[src/hw/csrTypesPkg.sv]
// CSR bus types: field widths, vector typedefs and modify-operation codes
package csrTypesPkg;

    // Field widths of the CSR access bus
    localparam int csrAddrWidth   = 12;
    localparam int csrDataWidth   = 32;
    localparam int csrModifyWidth = 3;

    typedef logic [csrAddrWidth-1:0]   csrAddrT;
    typedef logic [csrDataWidth-1:0]   csrDataT;
    typedef logic [csrModifyWidth-1:0] csrModifyT;

    // Low counter half plus carry bit into the high word
    typedef logic [csrDataWidth:0] counterT;

    // Modify field as presented by the core in the execute cycle
    localparam csrModifyT modifyNone  = 3'b000;  // Plain read
    localparam csrModifyT modifyWrite = 3'b001;
    localparam csrModifyT modifySet   = 3'b010;  // OR wdata into register
    localparam csrModifyT modifyClear = 3'b011;  // Mask wdata out of register

endpackage
[src/hw/csrMapPkg.sv]
// CSR address map, ID constants, clock rate and pin counts of the CSR bank
package csrMapPkg;

    import csrTypesPkg::*;

    // Machine ID registers
    localparam csrAddrT addrVendorId = 12'hF11;
    localparam csrAddrT addrArchId   = 12'hF12;
    localparam csrAddrT addrImpId    = 12'hF13;
    localparam csrAddrT addrHartId   = 12'hF14;

    // Board-specific registers
    localparam csrAddrT addrKhz      = 12'hFC0;  // Clock frequency in kHz
    localparam csrAddrT addrPinsIn   = 12'hFC1;  // Switches
    localparam csrAddrT addrPinsOut  = 12'hBC1;  // LEDs

    // Cycle counter, TIME aliases the cycle count
    localparam csrAddrT addrMcycle   = 12'hB00;
    localparam csrAddrT addrCycle    = 12'hC00;
    localparam csrAddrT addrTime     = 12'hC01;
    localparam csrAddrT addrMcycleH  = 12'hB80;
    localparam csrAddrT addrCycleH   = 12'hC80;
    localparam csrAddrT addrTimeH    = 12'hC81;

    // Retired-instruction counter
    localparam csrAddrT addrMinstret  = 12'hB02;
    localparam csrAddrT addrInstret   = 12'hC02;
    localparam csrAddrT addrMinstretH = 12'hB82;
    localparam csrAddrT addrInstretH  = 12'hC82;

    localparam csrDataT vendorId = 32'h0000_0A5C;
    localparam csrDataT archId   = 32'h0000_0023;
    localparam csrDataT impId    = 32'h0001_0200;
    localparam csrDataT hartId   = 32'h0000_0000;  // Single hart

    localparam csrDataT clockRateHz = 32'd12_000_000;
    localparam csrDataT clockKhz    = clockRateHz / 1000;

    localparam int pinsOutCount = 8;
    localparam int pinsInCount  = 8;

    typedef logic [pinsOutCount-1:0] pinsOutT;
    typedef logic [pinsInCount-1:0]  pinsInT;

    localparam pinsOutT pinsOutResetValue = 8'h01;  // First LED lit after reset

endpackage

[src/hw/csrBank.sv]
// Processor-side CSR bank with counters, IDs and pin registers in three stages
`timescale 1ns/10ps

module csrBank
    import csrTypesPkg::*;
    import csrMapPkg::*;
(
    input  logic      clk,
    input  logic      rstn,

    // Core access, addr in decode cycle, modify and wdata one cycle later
    input  csrAddrT   addr,
    input  logic      read,      // Reads have no side effect in this bank
    input  csrModifyT modify,
    input  csrDataT   wdata,
    output csrDataT   rdata,     // Answers the addr of three cycles earlier
    output logic      valid,

    input  logic      retired,

    input  pinsInT    pinsIn,    // Switches
    output pinsOutT   pinsOut    // LEDs
);

    // Block answers towards the merge stage
    csrDataT counterData;
    logic    counterValid;
    csrDataT pinsData;
    logic    pinsValid;

    csrCounters u_csrCounters (
        .clk          (clk),
        .rstn         (rstn),
        .addr         (addr),
        .retired      (retired),
        .counterData  (counterData),
        .counterValid (counterValid)
    );

    csrPinsIds u_csrPinsIds (
        .clk       (clk),
        .rstn      (rstn),
        .addr      (addr),
        .modify    (modify),
        .wdata     (wdata),
        .pinsIn    (pinsIn),
        .pinsOut   (pinsOut),
        .pinsData  (pinsData),
        .pinsValid (pinsValid)
    );

    // Final stage
    csrReadMerge u_csrReadMerge (
        .clk          (clk),
        .rstn         (rstn),
        .counterData  (counterData),
        .counterValid (counterValid),
        .pinsData     (pinsData),
        .pinsValid    (pinsValid),
        .rdata        (rdata),
        .valid        (valid)
    );

endmodule

[src/hw/csrReadMerge.sv]
// Third CSR pipeline stage, merges the block answers into one registered result
`timescale 1ns/10ps

module csrReadMerge
    import csrTypesPkg::*;
(
    input  logic    clk,
    input  logic    rstn,
    input  csrDataT counterData,
    input  logic    counterValid,
    input  csrDataT pinsData,
    input  logic    pinsValid,
    output csrDataT rdata,
    output logic    valid
);

    // Unselected blocks drive zero, so OR is the mux
    csrDataT mergedData;
    logic    mergedValid;

    assign mergedData  = counterData | pinsData;
    assign mergedValid = counterValid | pinsValid;

    // Registering here keeps the read mux out of the execute path
    always_ff @(posedge clk) begin
        if (!rstn) begin
            rdata <= '0;
            valid <= 1'b0;
        end else begin
            rdata <= mergedData;
            valid <= mergedValid;
        end
    end

endmodule

[src/hw/csrPinsIds.sv]
// ID, clock-rate and pin registers with decode, read and write stage
`timescale 1ns/10ps

module csrPinsIds
    import csrTypesPkg::*;
    import csrMapPkg::*;
(
    input  logic      clk,
    input  logic      rstn,
    input  csrAddrT   addr,
    input  csrModifyT modify,     // Valid one cycle after addr
    input  csrDataT   wdata,
    input  pinsInT    pinsIn,
    output pinsOutT   pinsOut,
    output csrDataT   pinsData,
    output logic      pinsValid
);

    // Registered enables, one per register
    logic enVendor;
    logic enArch;
    logic enImp;
    logic enHart;
    logic enKhz;
    logic enPinsIn;
    logic enPinsOut;

    pinsOutT pinsOutQ;

    logic    pinsOutWrite;   // Output-pin access that modifies
    logic    pinsOutRead;
    logic    anyReadable;
    csrDataT readWord;

    // Decode stage
    always_ff @(posedge clk) begin
        if (!rstn) begin
            enVendor  <= 1'b0;
            enArch    <= 1'b0;
            enImp     <= 1'b0;
            enHart    <= 1'b0;
            enKhz     <= 1'b0;
            enPinsIn  <= 1'b0;
            enPinsOut <= 1'b0;
        end else begin
            enVendor  <= (addr == addrVendorId);
            enArch    <= (addr == addrArchId);
            enImp     <= (addr == addrImpId);
            enHart    <= (addr == addrHartId);
            enKhz     <= (addr == addrKhz);
            enPinsIn  <= (addr == addrPinsIn);
            enPinsOut <= (addr == addrPinsOut);
        end
    end

    assign pinsOutWrite = enPinsOut && (modify != modifyNone);
    assign pinsOutRead  = enPinsOut && (modify == modifyNone);

    // Writes to the output pins report no valid
    assign anyReadable = enVendor | enArch | enImp | enHart | enKhz | enPinsIn | pinsOutRead;

    always_comb begin
        readWord = '0;
        if (enVendor)    readWord = readWord | vendorId;
        if (enArch)      readWord = readWord | archId;
        if (enImp)       readWord = readWord | impId;
        if (enHart)      readWord = readWord | hartId;
        if (enKhz)       readWord = readWord | clockKhz;
        if (enPinsIn)    readWord = readWord | csrDataT'(pinsIn);
        if (pinsOutRead) readWord = readWord | csrDataT'(pinsOutQ);
    end

    // Read stage
    always_ff @(posedge clk) begin
        if (!rstn) begin
            pinsData  <= '0;
            pinsValid <= 1'b0;
        end else begin
            pinsData  <= readWord;
            pinsValid <= anyReadable;
        end
    end

    // Write stage for the output pins, other modify codes are ignored
    always_ff @(posedge clk) begin
        if (!rstn) begin
            pinsOutQ <= pinsOutResetValue;
        end else if (pinsOutWrite) begin
            case (modify)
                modifyWrite: pinsOutQ <= wdata[pinsOutCount-1:0];
                modifySet:   pinsOutQ <= pinsOutQ | wdata[pinsOutCount-1:0];
                modifyClear: pinsOutQ <= pinsOutQ & ~wdata[pinsOutCount-1:0];
                default:     pinsOutQ <= pinsOutQ;
            endcase
        end
    end

    assign pinsOut = pinsOutQ;

endmodule

[src/hw/csrCounters.sv]
// Cycle and retired-instruction counters with a decode and read stage
`timescale 1ns/10ps

module csrCounters
    import csrTypesPkg::*;
    import csrMapPkg::*;
(
    input  logic    clk,
    input  logic    rstn,
    input  csrAddrT addr,
    input  logic    retired,        // One pulse per retired instruction
    output csrDataT counterData,
    output logic    counterValid
);

    // Address hits, evaluated in the decode cycle
    logic hitCycleL;
    logic hitCycleH;
    logic hitInstretL;
    logic hitInstretH;

    // Registered enables for the execute cycle
    logic enCycleL;
    logic enCycleH;
    logic enInstretL;
    logic enInstretH;

    // Counters, low halves keep their carry for one cycle
    counterT cycleLow;
    csrDataT cycleHigh;
    counterT instretLow;
    csrDataT instretHigh;

    csrDataT readWord;
    logic    anyEnable;

    assign hitCycleL   = (addr == addrMcycle) || (addr == addrCycle) || (addr == addrTime);
    assign hitCycleH   = (addr == addrMcycleH) || (addr == addrCycleH) || (addr == addrTimeH);
    assign hitInstretL = (addr == addrMinstret) || (addr == addrInstret);
    assign hitInstretH = (addr == addrMinstretH) || (addr == addrInstretH);

    // Decode stage
    always_ff @(posedge clk) begin
        if (!rstn) begin
            enCycleL   <= 1'b0;
            enCycleH   <= 1'b0;
            enInstretL <= 1'b0;
            enInstretH <= 1'b0;
        end else begin
            enCycleL   <= hitCycleL;
            enCycleH   <= hitCycleH;
            enInstretL <= hitInstretL;
            enInstretH <= hitInstretH;
        end
    end

    // Counting is split over two cycles to keep the adders short
    always_ff @(posedge clk) begin
        if (!rstn) begin
            cycleLow    <= '0;
            cycleHigh   <= '0;
            instretLow  <= '0;
            instretHigh <= '0;
        end else begin
            cycleLow    <= {1'b0, cycleLow[csrDataWidth-1:0]} + counterT'(1);
            cycleHigh   <= cycleHigh + csrDataT'(cycleLow[csrDataWidth]);
            instretLow  <= {1'b0, instretLow[csrDataWidth-1:0]} + counterT'(retired);
            instretHigh <= instretHigh + csrDataT'(instretLow[csrDataWidth]);
        end
    end

    // At most one enable is set, so the words can be ORed
    always_comb begin
        readWord = '0;
        if (enCycleL) begin
            readWord = readWord | cycleLow[csrDataWidth-1:0];
        end
        if (enCycleH) begin
            readWord = readWord | cycleHigh;
        end
        if (enInstretL) begin
            readWord = readWord | instretLow[csrDataWidth-1:0];
        end
        if (enInstretH) begin
            readWord = readWord | instretHigh;
        end
    end

    assign anyEnable = enCycleL | enCycleH | enInstretL | enInstretH;

    // Read stage, zero when no counter is addressed
    always_ff @(posedge clk) begin
        if (!rstn) begin
            counterData  <= '0;
            counterValid <= 1'b0;
        end else begin
            counterData  <= readWord;
            counterValid <= anyEnable;
        end
    end

endmodule

[config.mk]
export PLATFORM = sky130hd
export DESIGN_NAME = csrBank
export DESIGN_NICKNAME = d
export VERILOG_FILES = /design/src/hw/csrTypesPkg.sv /design/src/hw/csrMapPkg.sv /design/src/hw/csrBank.sv /design/src/hw/csrReadMerge.sv /design/src/hw/csrPinsIds.sv /design/src/hw/csrCounters.sv
export SDC_FILE = /design/constraint.sdc
export NUM_CORES = 1
export LEC_CHECK = 0
export ABC_CLOCK_PERIOD_IN_PS = 2100
export BUFFER_PORTS_ARGS = -buffer_cell sky130_fd_sc_hd__buf_2
export CELL_PAD_IN_SITES_DETAIL_PLACEMENT = 0
export CELL_PAD_IN_SITES_GLOBAL_PLACEMENT = 1
export CORE_MARGIN = 1.5
export CORE_UTILIZATION = 42
export CTS_BUF_LIST = sky130_fd_sc_hd__clkbuf_8
export DETAILED_ROUTE_END_ITERATION = 16
export PLACE_DENSITY_LB_ADDON = 0.1
export SETUP_SLACK_MARGIN = 0.15
export SYNTH_ARGS = -nofsm -noshare
export SYNTH_HDL_FRONTEND = slang
export SYNTH_SLANG_ARGS = --single-unit
[constraint.sdc]
create_clock -name clk -period 2.1 [get_ports clk]
set_input_delay 0.21 -clock clk [delete_from_list [all_inputs] [get_ports clk]]
set_output_delay 0.21 -clock clk [all_outputs]
set_load 0.005 [all_outputs]
==> results.sh, run 1 <==
export IMPL_yosys_top_cells_area="dfxtp_1 48%, a22oi_1 5.1%, a21oi_1 5.0%, nor2_1 4.2%, or4_1 2.9%"
export IMPL_coreArea_mm2=0.0220
export IMPL_drv_slew=0
export IMPL_skew_ns=0.0141
export IMPL_cpMostUsedCell="or4_4"
export IMPL_overflow=0
export IMPL_ys_seq_elements=228
export IMPL_finalWirelength_um=28700
export IMPL_ys_seq_area_share_pct=48.2
export IMPL_end_kind="flop"
export IMPL_max_clock_freq_mhz=514
export IMPL_path_cells="ha_4, buf_6, nand4_1, or4_4, buf_8, or4_4, a21oi_2"
export IMPL_syn2layout_area_growth_pct=29.0
export IMPL_path_max_fanout=7
export IMPL_initial_utilization_pct=43.2
export IMPL_grt_pass1_wl_um=44800
export IMPL_cts_tree="yes"
export IMPL_vias=8834
export IMPL_final_util_pct=55.7
export IMPL_setup_viol=0
export IMPL_min_period_ns=1.95
export IMPL_final_hold_viol_count=2
export IMPL_drt_pass1_iter_count=11
export IMPL_worstPathRequired_ns=2.55
export IMPL_synth_top_area_share_pct=48.2
export IMPL_num_antenna_cells=0
export IMPL_h_tree_depth=2
export IMPL_dieArea_mm2=0.0235
export IMPL_syn_avg_cell_area_um2=8.89
export IMPL_regArea_mm2=0.00460
export IMPL_async_flop_share_pct=0
export IMPL_clock_sinks=228
export IMPL_numCtsBuffers=41
export IMPL_power_density_mw_per_mm2=725
export IMPL_globalRouteTotalUtil_pct=24.2
export IMPL_vias_per_cell=5.62
export IMPL_max_slew_margin_pct=47.3
export IMPL_startpoint_type="flop"
export IMPL_nFillCells=2080
export IMPL_clock_latency_ns=0.54
export IMPL_critical_path_arrival_ns=2.40
export IMPL_die_x_um=153
export IMPL_p_leak_nw=4.44
export IMPL_yosys_warnings=0
export IMPL_grt_max_degree=68
export IMPL_rows=54
export IMPL_synth_top_cells_by_count="228 x dfxtp_1, 106 x nor2_1, 95 x a21oi_1, 69 x nand2_1, 64 x a22oi_1"
export IMPL_cts_buffer_depth=3
export IMPL_drt_initial_drc_count=545
export IMPL_final_layout_size_suffix_gt1_share_pct=24.2
export IMPL_grt_pass1_vias=8253
export IMPL_multi_input_area_mm2=0.00479
export IMPL_period_share_pct=92.6
export IMPL_yosysMostFrequentCell="dfxtp_1"
export IMPL_route_detailed_drc=2
export IMPL_die_height_um=153
export IMPL_hold_path_class="in2reg"
export IMPL_crit_family="simple AND/OR/NAND/NOR gates"
export IMPL_worst_path_max_delay_cell="or4_4"
export IMPL_hold_start="addr[7]"
export IMPL_ios=100
export IMPL_r2r_start="u_csrCounters.cycleHigh[0]$_SDFF_PN0_"
export IMPL_io_buffer_count=74
export IMPL_status="finished with violations"
export IMPL_violations="DRC, hold timing"
export IMPL_whs_ns=-0.0159
export IMPL_worst_pin_slew_ns=0.782
export IMPL_synth_nets=1132
export IMPL_antenna_left=0
export IMPL_gp_congestion=0.803
export IMPL_syn_cell_area_mm2=0.00948
export IMPL_vdd_drop_max_v=0.000460
export IMPL_maxCapViolCount=0
export IMPL_hpwl_um=19500
export IMPL_yosysUniqueCellTypes=47
export IMPL_clk_pin_slew_worst_paths_ns=0.06
export IMPL_routedWlPerCell_um=18.3
export IMPL_antenna_found_initial=0
export IMPL_setup_ws_ns=0.155
export IMPL_synth_main_ff_cell="dfxtp_1"
export IMPL_place_ws_ns=0.0563
export IMPL_rsz0062_at_grt="true"
export IMPL_worstSetupPathType="reg2reg"
export IMPL_nNetsFinal=1329
export IMPL_synth_area_leader_cell="dfxtp_1"
export IMPL_syn_inst=1066
export IMPL_startpoint="u_csrCounters.cycleHigh[0]$_SDFF_PN0_"
export IMPL_synth_edf_count=0
export IMPL_final_setup_tns_ns=0
export IMPL_max_stage_delay_ns=0.47
export IMPL_path_buf_inv=2
export IMPL_clockRootBuffer="clkbuf_8"
[final cells by class]
type | count | share of cell area, %
multi-input cells | 758 | 39.2
repair buffers | 215 | 12.8
clock inverters | 17 | 0.890
flip-flops and latches | 228 | 37.6
inverters | 19 | 0.604
well taps | 280 | 2.87
clock buffers | 54 | 6.08
[cell families (layout without fill, tap and decap cells)]
group	count (synthesis)	count (layout)	synth area share, %
AO/OA/AOI/OAI	251	251	16.8
buffers and inverters	82	305	3.42
AND/OR/NAND/NOR	440	442	25.2
multiplexers	11	11	1.16
adder cells (fa/ha/maj)	7	7	0.924
flip-flops	228	228	48.2
XOR/XNOR	47	47	4.34
[registers in the layout, indices dropped and copies added (netlist names), 8 cells and up]
| register | flops |
|---|---|
| u_csrPinsIds.pinsOut | 8 |
| u_csrCounters.counterData | 32 |
| u_csrCounters.instretLow | 33 |
| u_csrCounters.cycleHigh | 32 |
| u_csrReadMerge.rdata | 32 |
| u_csrCounters.cycleLow | 33 |
| u_csrPinsIds.pinsData | 12 |
| u_csrCounters.instretHigh | 32 |
[final timing paths]
kind	end	slack, ns	cells after the start
worst max-delay path	u_csrCounters.cycleHigh[25]$_SDFF_PN0_	0.15	7
worst min-delay path	u_csrCounters.enInstretH$_SDFF_PN0_	-0.02	3
worst max register to register	u_csrCounters.cycleHigh[25]$_SDFF_PN0_	0.15	7
worst min register to register	u_csrReadMerge.rdata[31]$_SDFF_PN0_	0.43	1
[stage by stage]
stage / hold slack, ns / power, mW / cell area [µm²] / instances
5_1_grt: 0.0171 / 9.15 / 12200 / 1571
4_1_cts: 0.00661 / 8.96 / 12000 / 1564
3_5_place_dp: 0.421 / 4.63 / 10700 / 1454
6_report: -0.0159 / 8.86 / 12200 / 1571
2_1_floorplan: 0.287 / 4.53 / 9480 / 1066
3_3_place_gp: 0.419 / 4.63 / 10700 / 1454
[placed cells by master (no fill, tap or decap), types with 6 or more instances in the layout]
cell type | synthesis | routed
and4_1 | 17 | 15
or3_1 | 28 | 25
o31ai_1 | 30 | 30
dfxtp_1 | 228 | 211
buf_2 | 7 | 75
and3_1 | 6 | 6
and2_1 | 33 | 33
nand2_1 | 69 | 68
a221oi_1 | 6 | 6
a21oi_1 | 95 | 91
o41ai_1 | 6 | 6
nand4_1 | 32 | 32
dlygate4sd3_1 | 0 | 29
buf_4 | 0 | 105
mux2i_1 | 11 | 11
inv_1 | 19 | 25
dfxtp_2 | 0 | 13
nor3_1 | 15 | 14
or4_4 | 1 | 12
nand2b_1 | 17 | 17
clkbuf_8 | 0 | 54
nand3_1 | 42 | 38
xnor2_1 | 25 | 25
nor4_1 | 19 | 18
xor2_1 | 22 | 22
or4_1 | 37 | 28
nor2_1 | 106 | 106
o21ai_0 | 31 | 31
clkinv_2 | 0 | 6
a22oi_1 | 64 | 64
[per-layer routing]
metal | GRT usage, % | routed length (µm)
met3 | 4.56 | 1390
met2 | 39.2 | 13500
met1 | 32.4 | 13200
met5 | 0 | 0
met4 | 8.31 | 624
[worst register-to-register path, cell delays in order, from the launching register on]
cell,delay (ns)
dfxtp_2,0.35
ha_4,0.14
buf_6,0.09
nand4_1,0.09
or4_4,0.47
buf_8,0.17
or4_4,0.42
a21oi_2,0.13
[power breakdown]
part,total (mW),internal [mW],switching (mW)
Sequential,4.34,4.33,0.0108
Combinational,0.229,0.0936,0.136
Clock,4.29,2.42,1.86
[timing repair]
action                                 CTS  global route
setup buffers                            6             7
resized for setup                       16            53
endpoints found under the hold margin   28             0
cloned                                   3             1
pin swaps                                6            18
setup endpoints to repair               29            54
hold buffers                            30             0
Note: power is estimated with default switching activity, not from simulation.
==> run 2, diff against run 1 <==
--- a/config.mk
+++ b/config.mk
@@ -10,4 +10,5 @@
 export CELL_PAD_IN_SITES_DETAIL_PLACEMENT = 0
 export CELL_PAD_IN_SITES_GLOBAL_PLACEMENT = 1
+export CORE_ASPECT_RATIO = 0.5
 export CORE_MARGIN = 1.5
 export CORE_UTILIZATION = 42
==> constraint.sdc (replaced) <==
create_clock -name clk -period 2.1 [get_ports clk]
set_input_delay 0.21 -clock clk [delete_from_list [all_inputs] [get_ports clk]]
set_output_delay 0.21 -clock clk [all_outputs]
set_load 0.01 [all_outputs]
==> results.sh, run 2 (synthesized netlist as in run 1, its figures left out) <==
export IMPL_die_x_um=215
export IMPL_worstSetupPathType="reg2reg"
export IMPL_final_common_cell="dfxtp_1"
export IMPL_antenna_found_initial=0
export IMPL_setup_viol=0
export IMPL_status="complete, no violations"
export IMPL_rsz0062_at_grt="true"
export IMPL_power_density_mw_per_mm2=692
export IMPL_clock_latency_ns=0.52
export IMPL_seqPwrFrac_pct=53.3
export IMPL_cts_tree="yes"
export IMPL_fin_cells=1545
export IMPL_swShare_pct=22.9
export IMPL_grt_use_met1_pct=34.2
export IMPL_hpwl_um=19000
export IMPL_io_buffer_count=74
export IMPL_grt_use_met2_pct=35.3
export IMPL_numCtsBuffers=34
export IMPL_dieArea_mm2=0.0235
export IMPL_whs_ns=0.0303
export IMPL_max_slew_margin_pct=55.3
export IMPL_ios=100
export IMPL_startpoint_type="flop"
export IMPL_hold_path_class="in2reg"
export IMPL_gp_congestion=0.833
export IMPL_route_detailed_drc=0
export IMPL_routedWlPerCell_um=18.0
export IMPL_syn2layout_area_growth_pct=24.2
export IMPL_vias=8712
export IMPL_dp_cells=1450
export IMPL_setup_ws_ns=0.165
export IMPL_grt_pass1_wl_um=42100
export IMPL_drv_slew=0
export IMPL_antenna_left=0
export IMPL_p_leak_nw=4.19
export IMPL_die_height_um=109
export IMPL_path_max_fanout=16
export IMPL_reg_top3="u_csrCounters.cycleLow (33), u_csrCounters.instretLow (33)"
export IMPL_grt_pass1_vias=7787
export IMPL_clk_pin_slew_worst_paths_ns=0.06
export IMPL_place_ws_ns=0.0326
export IMPL_critical_path_arrival_ns=2.38
export IMPL_final_layout_size_suffix_gt1_share_pct=22.3
export IMPL_num_antenna_cells=0
export IMPL_nNetsFinal=1291
export IMPL_h_tree_depth=2
export IMPL_grt_busiest_layer="met2"
export IMPL_maxCapViolCount=0
export IMPL_min_period_ns=1.94
export IMPL_final_setup_tns_ns=0
export IMPL_max_clock_freq_mhz=517
export IMPL_combPwrFrac_pct=2.7
export IMPL_initial_utilization_pct=43.2
export IMPL_period_share_pct=92.2
export IMPL_coreArea_mm2=0.0219
export IMPL_grtUsageMet3_pct=4.32
export IMPL_grt_max_degree=93
export IMPL_overflow=0
export IMPL_globalRouteTotalUtil_pct=23.2
export IMPL_drt_pass1_iter_count=7
export IMPL_pwr_share_clk_pct=44.0
export IMPL_final_util_pct=53.7
export IMPL_p_int_mw=6.28
export IMPL_clockRootBuffer="clkbuf_8"
export IMPL_final_cell_mix="197 x dfxtp_1, 106 x nor2_1, 91 x a21oi_1"
export IMPL_vias_per_cell=5.64
export IMPL_nFillCells=2059
export IMPL_cts_buffer_depth=3
export IMPL_worst_pin_slew_ns=0.671
export IMPL_worstPathRequired_ns=2.54
export IMPL_rows=38
export IMPL_finalWirelength_um=27900
export IMPL_final_hold_viol_count=0
export IMPL_skew_ns=0.0180
export IMPL_end_kind="flop"
export IMPL_p_switching_mw=1.86
export IMPL_vdd_drop_max_v=0.000318
export IMPL_clock_sinks=228
export IMPL_drt_initial_drc_count=684
-- run 2: area by class of cell --
| type | count | area (µm²) | share of cell area (%) |
|---|---|---|---|
| Tap cell | 300 | 375 | 3.19 |
| Multi-Input combinational cell | 758 | 4750 | 40.3 |
| Clock buffer | 44 | 606 | 5.14 |
| Timing Repair Buffer | 184 | 1320 | 11.2 |
| Clock inverter | 12 | 50.0 | 0.425 |
| Inverter | 19 | 73.8 | 0.627 |
| Sequential cell | 228 | 4610 | 39.1 |
-- run 2: per-layer routing --
layer | vias up | wire length, µm
met4 | 0 | 299
met5 | - | 0
li1 | 4228 | -
met2 | 215 | 12200
met3 | 31 | 1780
met1 | 4238 | 13600
-- run 2: repair_timing --
item / CTS / global route
gates cloned: 2 / 1
pin swaps: 4 / 15
hold buffers: 24 / 1
buffers inserted: 5 / 6
resized for setup: 18 / 59
endpoints found under the hold margin: 22 / 1
endpoints found under the setup margin: 31 / 43
-- run 2: worst paths after layout --
path	from	end	slack, ns	depth (start not counted)
worst max-delay path	u_csrCounters.instretHigh[17]$_SDFF_PN0_	u_csrCounters.instretHigh[27]$_SDFF_PN0_	0.16	5
worst max register to register	u_csrCounters.instretHigh[17]$_SDFF_PN0_	u_csrCounters.instretHigh[27]$_SDFF_PN0_	0.16	5
worst min register to register	u_csrCounters.counterData[18]$_SDFF_PN0_	u_csrReadMerge.rdata[18]$_SDFF_PN0_	0.43	1
worst min-delay path	addr[4]	u_csrCounters.enCycleL$_SDFF_PN0_	0.03	4
-- run 2: power groups by stage --
stage	combinational (mW)	sequential [mW]	clock [mW]
finish	0.219	4.34	3.59
global route	0.238	4.34	3.92
CTS	0.214	4.34	3.67
detailed placement	0.183	4.44	0
global placement	0.178	4.44	0
floorplan	0.0967	4.44	0
-- run 2: worst max-delay path, cell delays in order, from the launching register on --
cell,delay [ns]
dfxtp_2,0.39
nand2_1,0.10
or4_4,0.54
buf_12,0.17
or4_1,0.53
a21oi_2,0.14
-- run 2: metrics by stage --
stage,area (µm²),total power [mW]
floorplan,9480,4.53
global placement,10500,4.62
detailed placement,10500,4.62
CTS,11500,8.22
global route,11800,8.49
finish,11800,8.15
==> run 3, diff against run 2 <==
ABC_AREA = 1   (was unset)
CORE_UTILIZATION = 40   (was 42)
==> results.sh, run 3 <==
export IMPL_status="complete, no violations"
export IMPL_synth_compound_area_share_pct=12.1
export IMPL_finalWirelength_um=33600
export IMPL_syn_inst=1580
export IMPL_num_antenna_cells=0
export IMPL_p_switching_mw=2.05
export IMPL_grt_max_degree=70
export IMPL_worst_pin_slew_ns=0.604
export IMPL_worst_r2r_path_depth=9
export IMPL_yosys_top_cells_area="dfxtp_1 43%, nand2_1 16%, nor2_1 11%, inv_1 6.4%, a21oi_1 5.4%"
export IMPL_cpMostUsedCell="dlygate4sd3_1"
export IMPL_pwr_share_clk_pct=49.1
export IMPL_vdd_drop_max_v=0.000401
export IMPL_r2r_start="u_csrCounters.instretLow[32]$_SDFF_PN0_"
export IMPL_max_slew_margin_pct=59.7
export IMPL_min_path_cells=3
export IMPL_regArea_mm2=0.00456
export IMPL_cts_buffer_depth=3
export IMPL_drv_slew=0
export IMPL_numCtsBuffers=36
export IMPL_hold_start="rstn"
export IMPL_final_layout_size_suffix_gt1_share_pct=11.7
export IMPL_clk_pin_slew_worst_paths_ns=0.07
export IMPL_worst_path_max_delay_cell="dlygate4sd3_1"
export IMPL_critical_path_arrival_ns=2.33
export IMPL_clockRootBuffer="clkbuf_8"
export IMPL_path_max_fanout=3
export IMPL_synth_top_family_by_area="simple AND/OR/NAND/NOR gates"
export IMPL_max_stage_delay_ns=0.58
export IMPL_overflow=0
export IMPL_gp_congestion=0.927
export IMPL_grt_pass1_wl_um=52400
export IMPL_period_share_pct=87.9
export IMPL_rsz0062_at_grt="false"
export IMPL_synth_top_cells_by_count="438 x nand2_1, 300 x nor2_1, 228 x dfxtp_1, 178 x inv_1, 114 x a21oi_1"
export IMPL_final_hold_viol_count=0
export IMPL_drt_pass1_iter_count=5
export IMPL_multi_input_area_mm2=0.00511
export IMPL_synthMuxAreaShare_pct=0
export IMPL_maxCapViolCount=0
export IMPL_coreArea_mm2=0.0255
export IMPL_routedWlPerCell_um=16.2
export IMPL_globalRouteTotalUtil_pct=24.7
export IMPL_synth_nets=1646
export IMPL_antenna_left=0
export IMPL_ios=100
export IMPL_hpwl_um=25600
export IMPL_cts_tree="yes"
export IMPL_vias_per_cell=4.99
export IMPL_yosys_warnings=0
export IMPL_rows=41
export IMPL_power_density_mw_per_mm2=721
export IMPL_min_to="u_csrReadMerge.rdata[15]$_SDFF_PN0_"
export IMPL_clock_latency_ns=0.56
export IMPL_r2r_end="u_csrCounters.instretHigh[30]$_SDFF_PN0_"
export IMPL_worstSetupPathType="in2reg"
export IMPL_path_cells="dlygate4sd3_1, buf_2, nor2_2, dlygate4sd3_1, nand3_1, dlygate4sd3_1, a21oi_1"
export IMPL_grt_pass1_vias=9525
export IMPL_drt_initial_drc_count=960
export IMPL_final_setup_tns_ns=0
export IMPL_clock_sinks=228
export IMPL_startpoint_type="input port"
export IMPL_combPwrFrac_pct=2.5
export IMPL_final_cell_mix="438 x nand2_1, 299 x nor2_1, 228 x dfxtp_1"
export IMPL_swShare_pct=22.8
export IMPL_ys_seq_elements=228
export IMPL_antenna_found_initial=0
export IMPL_nFillCells=2593
export IMPL_h_tree_depth=2
export IMPL_die_x_um=232
export IMPL_seqPwrFrac_pct=48.4
export IMPL_synth_top_area_share_pct=43.4
export IMPL_vias=10400
export IMPL_io_buffer_count=74
export IMPL_synth_main_ff_cell="dfxtp_1"
export IMPL_async_flop_share_pct=0
export IMPL_ff2ff_setup_slack_ns=0.34
export IMPL_hold_path_class="in2reg"
export IMPL_syn_avg_cell_area_um2=6.66
export IMPL_worstPathRequired_ns=2.59
export IMPL_finalPower_mw=8.98
export IMPL_synth_edf_count=0
export IMPL_p_leak_nw=4.51
export IMPL_die_height_um=118
export IMPL_yosysUniqueCellTypes=34
export IMPL_yosysMostFrequentCell="nand2_1"
export IMPL_skew_ns=0.0376
export IMPL_syn2layout_area_growth_pct=18.3
export IMPL_final_common_cell="nand2_1"
export IMPL_max_clock_freq_mhz=542
export IMPL_synth_area_leader_cell="dfxtp_1"
export IMPL_dieArea_mm2=0.0273
export IMPL_post_cts_setup_buffer_count=0
export IMPL_nNetsFinal=1767
export IMPL_reg_top3="u_csrCounters.cycleLow (33), u_csrCounters.instretLow (33)"
export IMPL_p_int_mw=6.93
export IMPL_synth_simple_area_share_pct=35.2
export IMPL_setup_viol=0
export IMPL_synth_adder_area_share_pct=0.833
export IMPL_end_kind="flop"
export IMPL_syn_cell_area_mm2=0.0105
export IMPL_ys_seq_area_share_pct=43.4
export IMPL_initial_utilization_pct=41.2
export IMPL_synth_xor_area_share_pct=0.500
export IMPL_min_period_ns=1.85
export IMPL_route_detailed_drc=0
## run 3: changes by cell type after synthesis, sizes merged, moves of 24 or more
cell	change
o22ai	+34
nor2	+226
nand2	+384
o31ai	-30
nand3	+29
or4	-38
and2	-32
inv	+162
clkbuf	-29
a22oi	-64
nand4	-24
or3	-27
o21ai	+33
## run 3: power groups by stage
stage | registers, mW | clock network [mW] | logic, mW
floorplan | 4.44 | 0 | 0.109
global placement | 4.44 | 0 | 0.187
detailed placement | 4.44 | 0 | 0.191
CTS | 4.34 | 4.48 | 0.227
global route | 4.34 | 4.70 | 0.255
finish | 4.34 | 4.41 | 0.227
## run 3: routing by layer
metal	global-route usage (%)	wire [µm]	share of wire [%]	vias to the layer above
li1	-	-	-	5258
met5	0	0	0	-
met4	4.75	384	1.1	0
met3	5.23	2350	7.0	33
met1	38.4	17300	52	4782
met2	34.7	13500	40	278
## run 3: worst max-delay path by stage
stage	from	end	slack, ns	cells past startpoint
2_1_floorplan	u_csrCounters.cycleHigh[0]$_SDFF_PN0_	u_csrCounters.cycleHigh[18]$_SDFF_PN0_	0.67	9
3_3_place_gp	u_csrCounters.instretLow[0]$_SDFF_PN0_	u_csrCounters.instretLow[26]$_SDFF_PN0_	0.42	9
3_5_place_dp	u_csrCounters.instretLow[32]$_SDFF_PN0_	u_csrCounters.instretHigh[30]$_SDFF_PN0_	0.37	9
4_1_cts	addr[5]	u_csrCounters.enCycleL$_SDFF_PN0_	0.29	7
5_1_grt	addr[5]	u_csrCounters.enCycleL$_SDFF_PN0_	0.17	7
6_report	addr[5]	u_csrCounters.enCycleL$_SDFF_PN0_	0.25	7
## run 3: metrics by stage
| stage | std cells | hold WS [ns] | utilization, % | worst slack, ns | area [µm²] |
|---|---|---|---|---|---|
| after floorplan | 1580 | 0.336 | - | 0.674 | 10500 |
| after global placement | 1978 | 0.392 | 44.4 | 0.418 | 11300 |
| after detailed placement | 1978 | 0.398 | 44.4 | 0.372 | 11300 |
| after CTS | 2073 | 0.00235 | 48.8 | 0.292 | 12400 |
| after global routing | 2073 | 0.0323 | 48.8 | 0.168 | 12400 |
| final | 2073 | 0.0340 | 48.8 | 0.254 | 12400 |
## run 3: cell type report
| type | count | area share (%) |
|---|---|---|
| clock inverters | 23 | 1.91 |
| multi-input cells | 1134 | 41.1 |
| well taps | 344 | 3.46 |
| clock buffers | 43 | 4.76 |
| repair buffers | 119 | 6.60 |
| inverters | 182 | 5.51 |
| flip-flops and latches | 228 | 36.7 |
## run 3: critical path: cells and delay by family
| family | cells | cell delay, ns |
|---|---|---|
| compound gates | 1 | 0.12 |
| buf+inv | 4 | 1.83 |
| simple gates | 2 | 0.18 |
## run 3: cell families after synthesis
| logic type | count (synthesis) |
|---|---|
| simple gates | 889 |
| flops | 228 |
| compound gates | 232 |
| buf+inv | 218 |
| xor+xnor | 6 |
| fa+ha+maj | 7 |
## run 3: repair_timing
action / CTS / global route
endpoints found under the setup margin: 0 / 3
hold buffers: 29 / 0
endpoints found under the hold margin: 22 / 0
resized for setup: 0 / 1
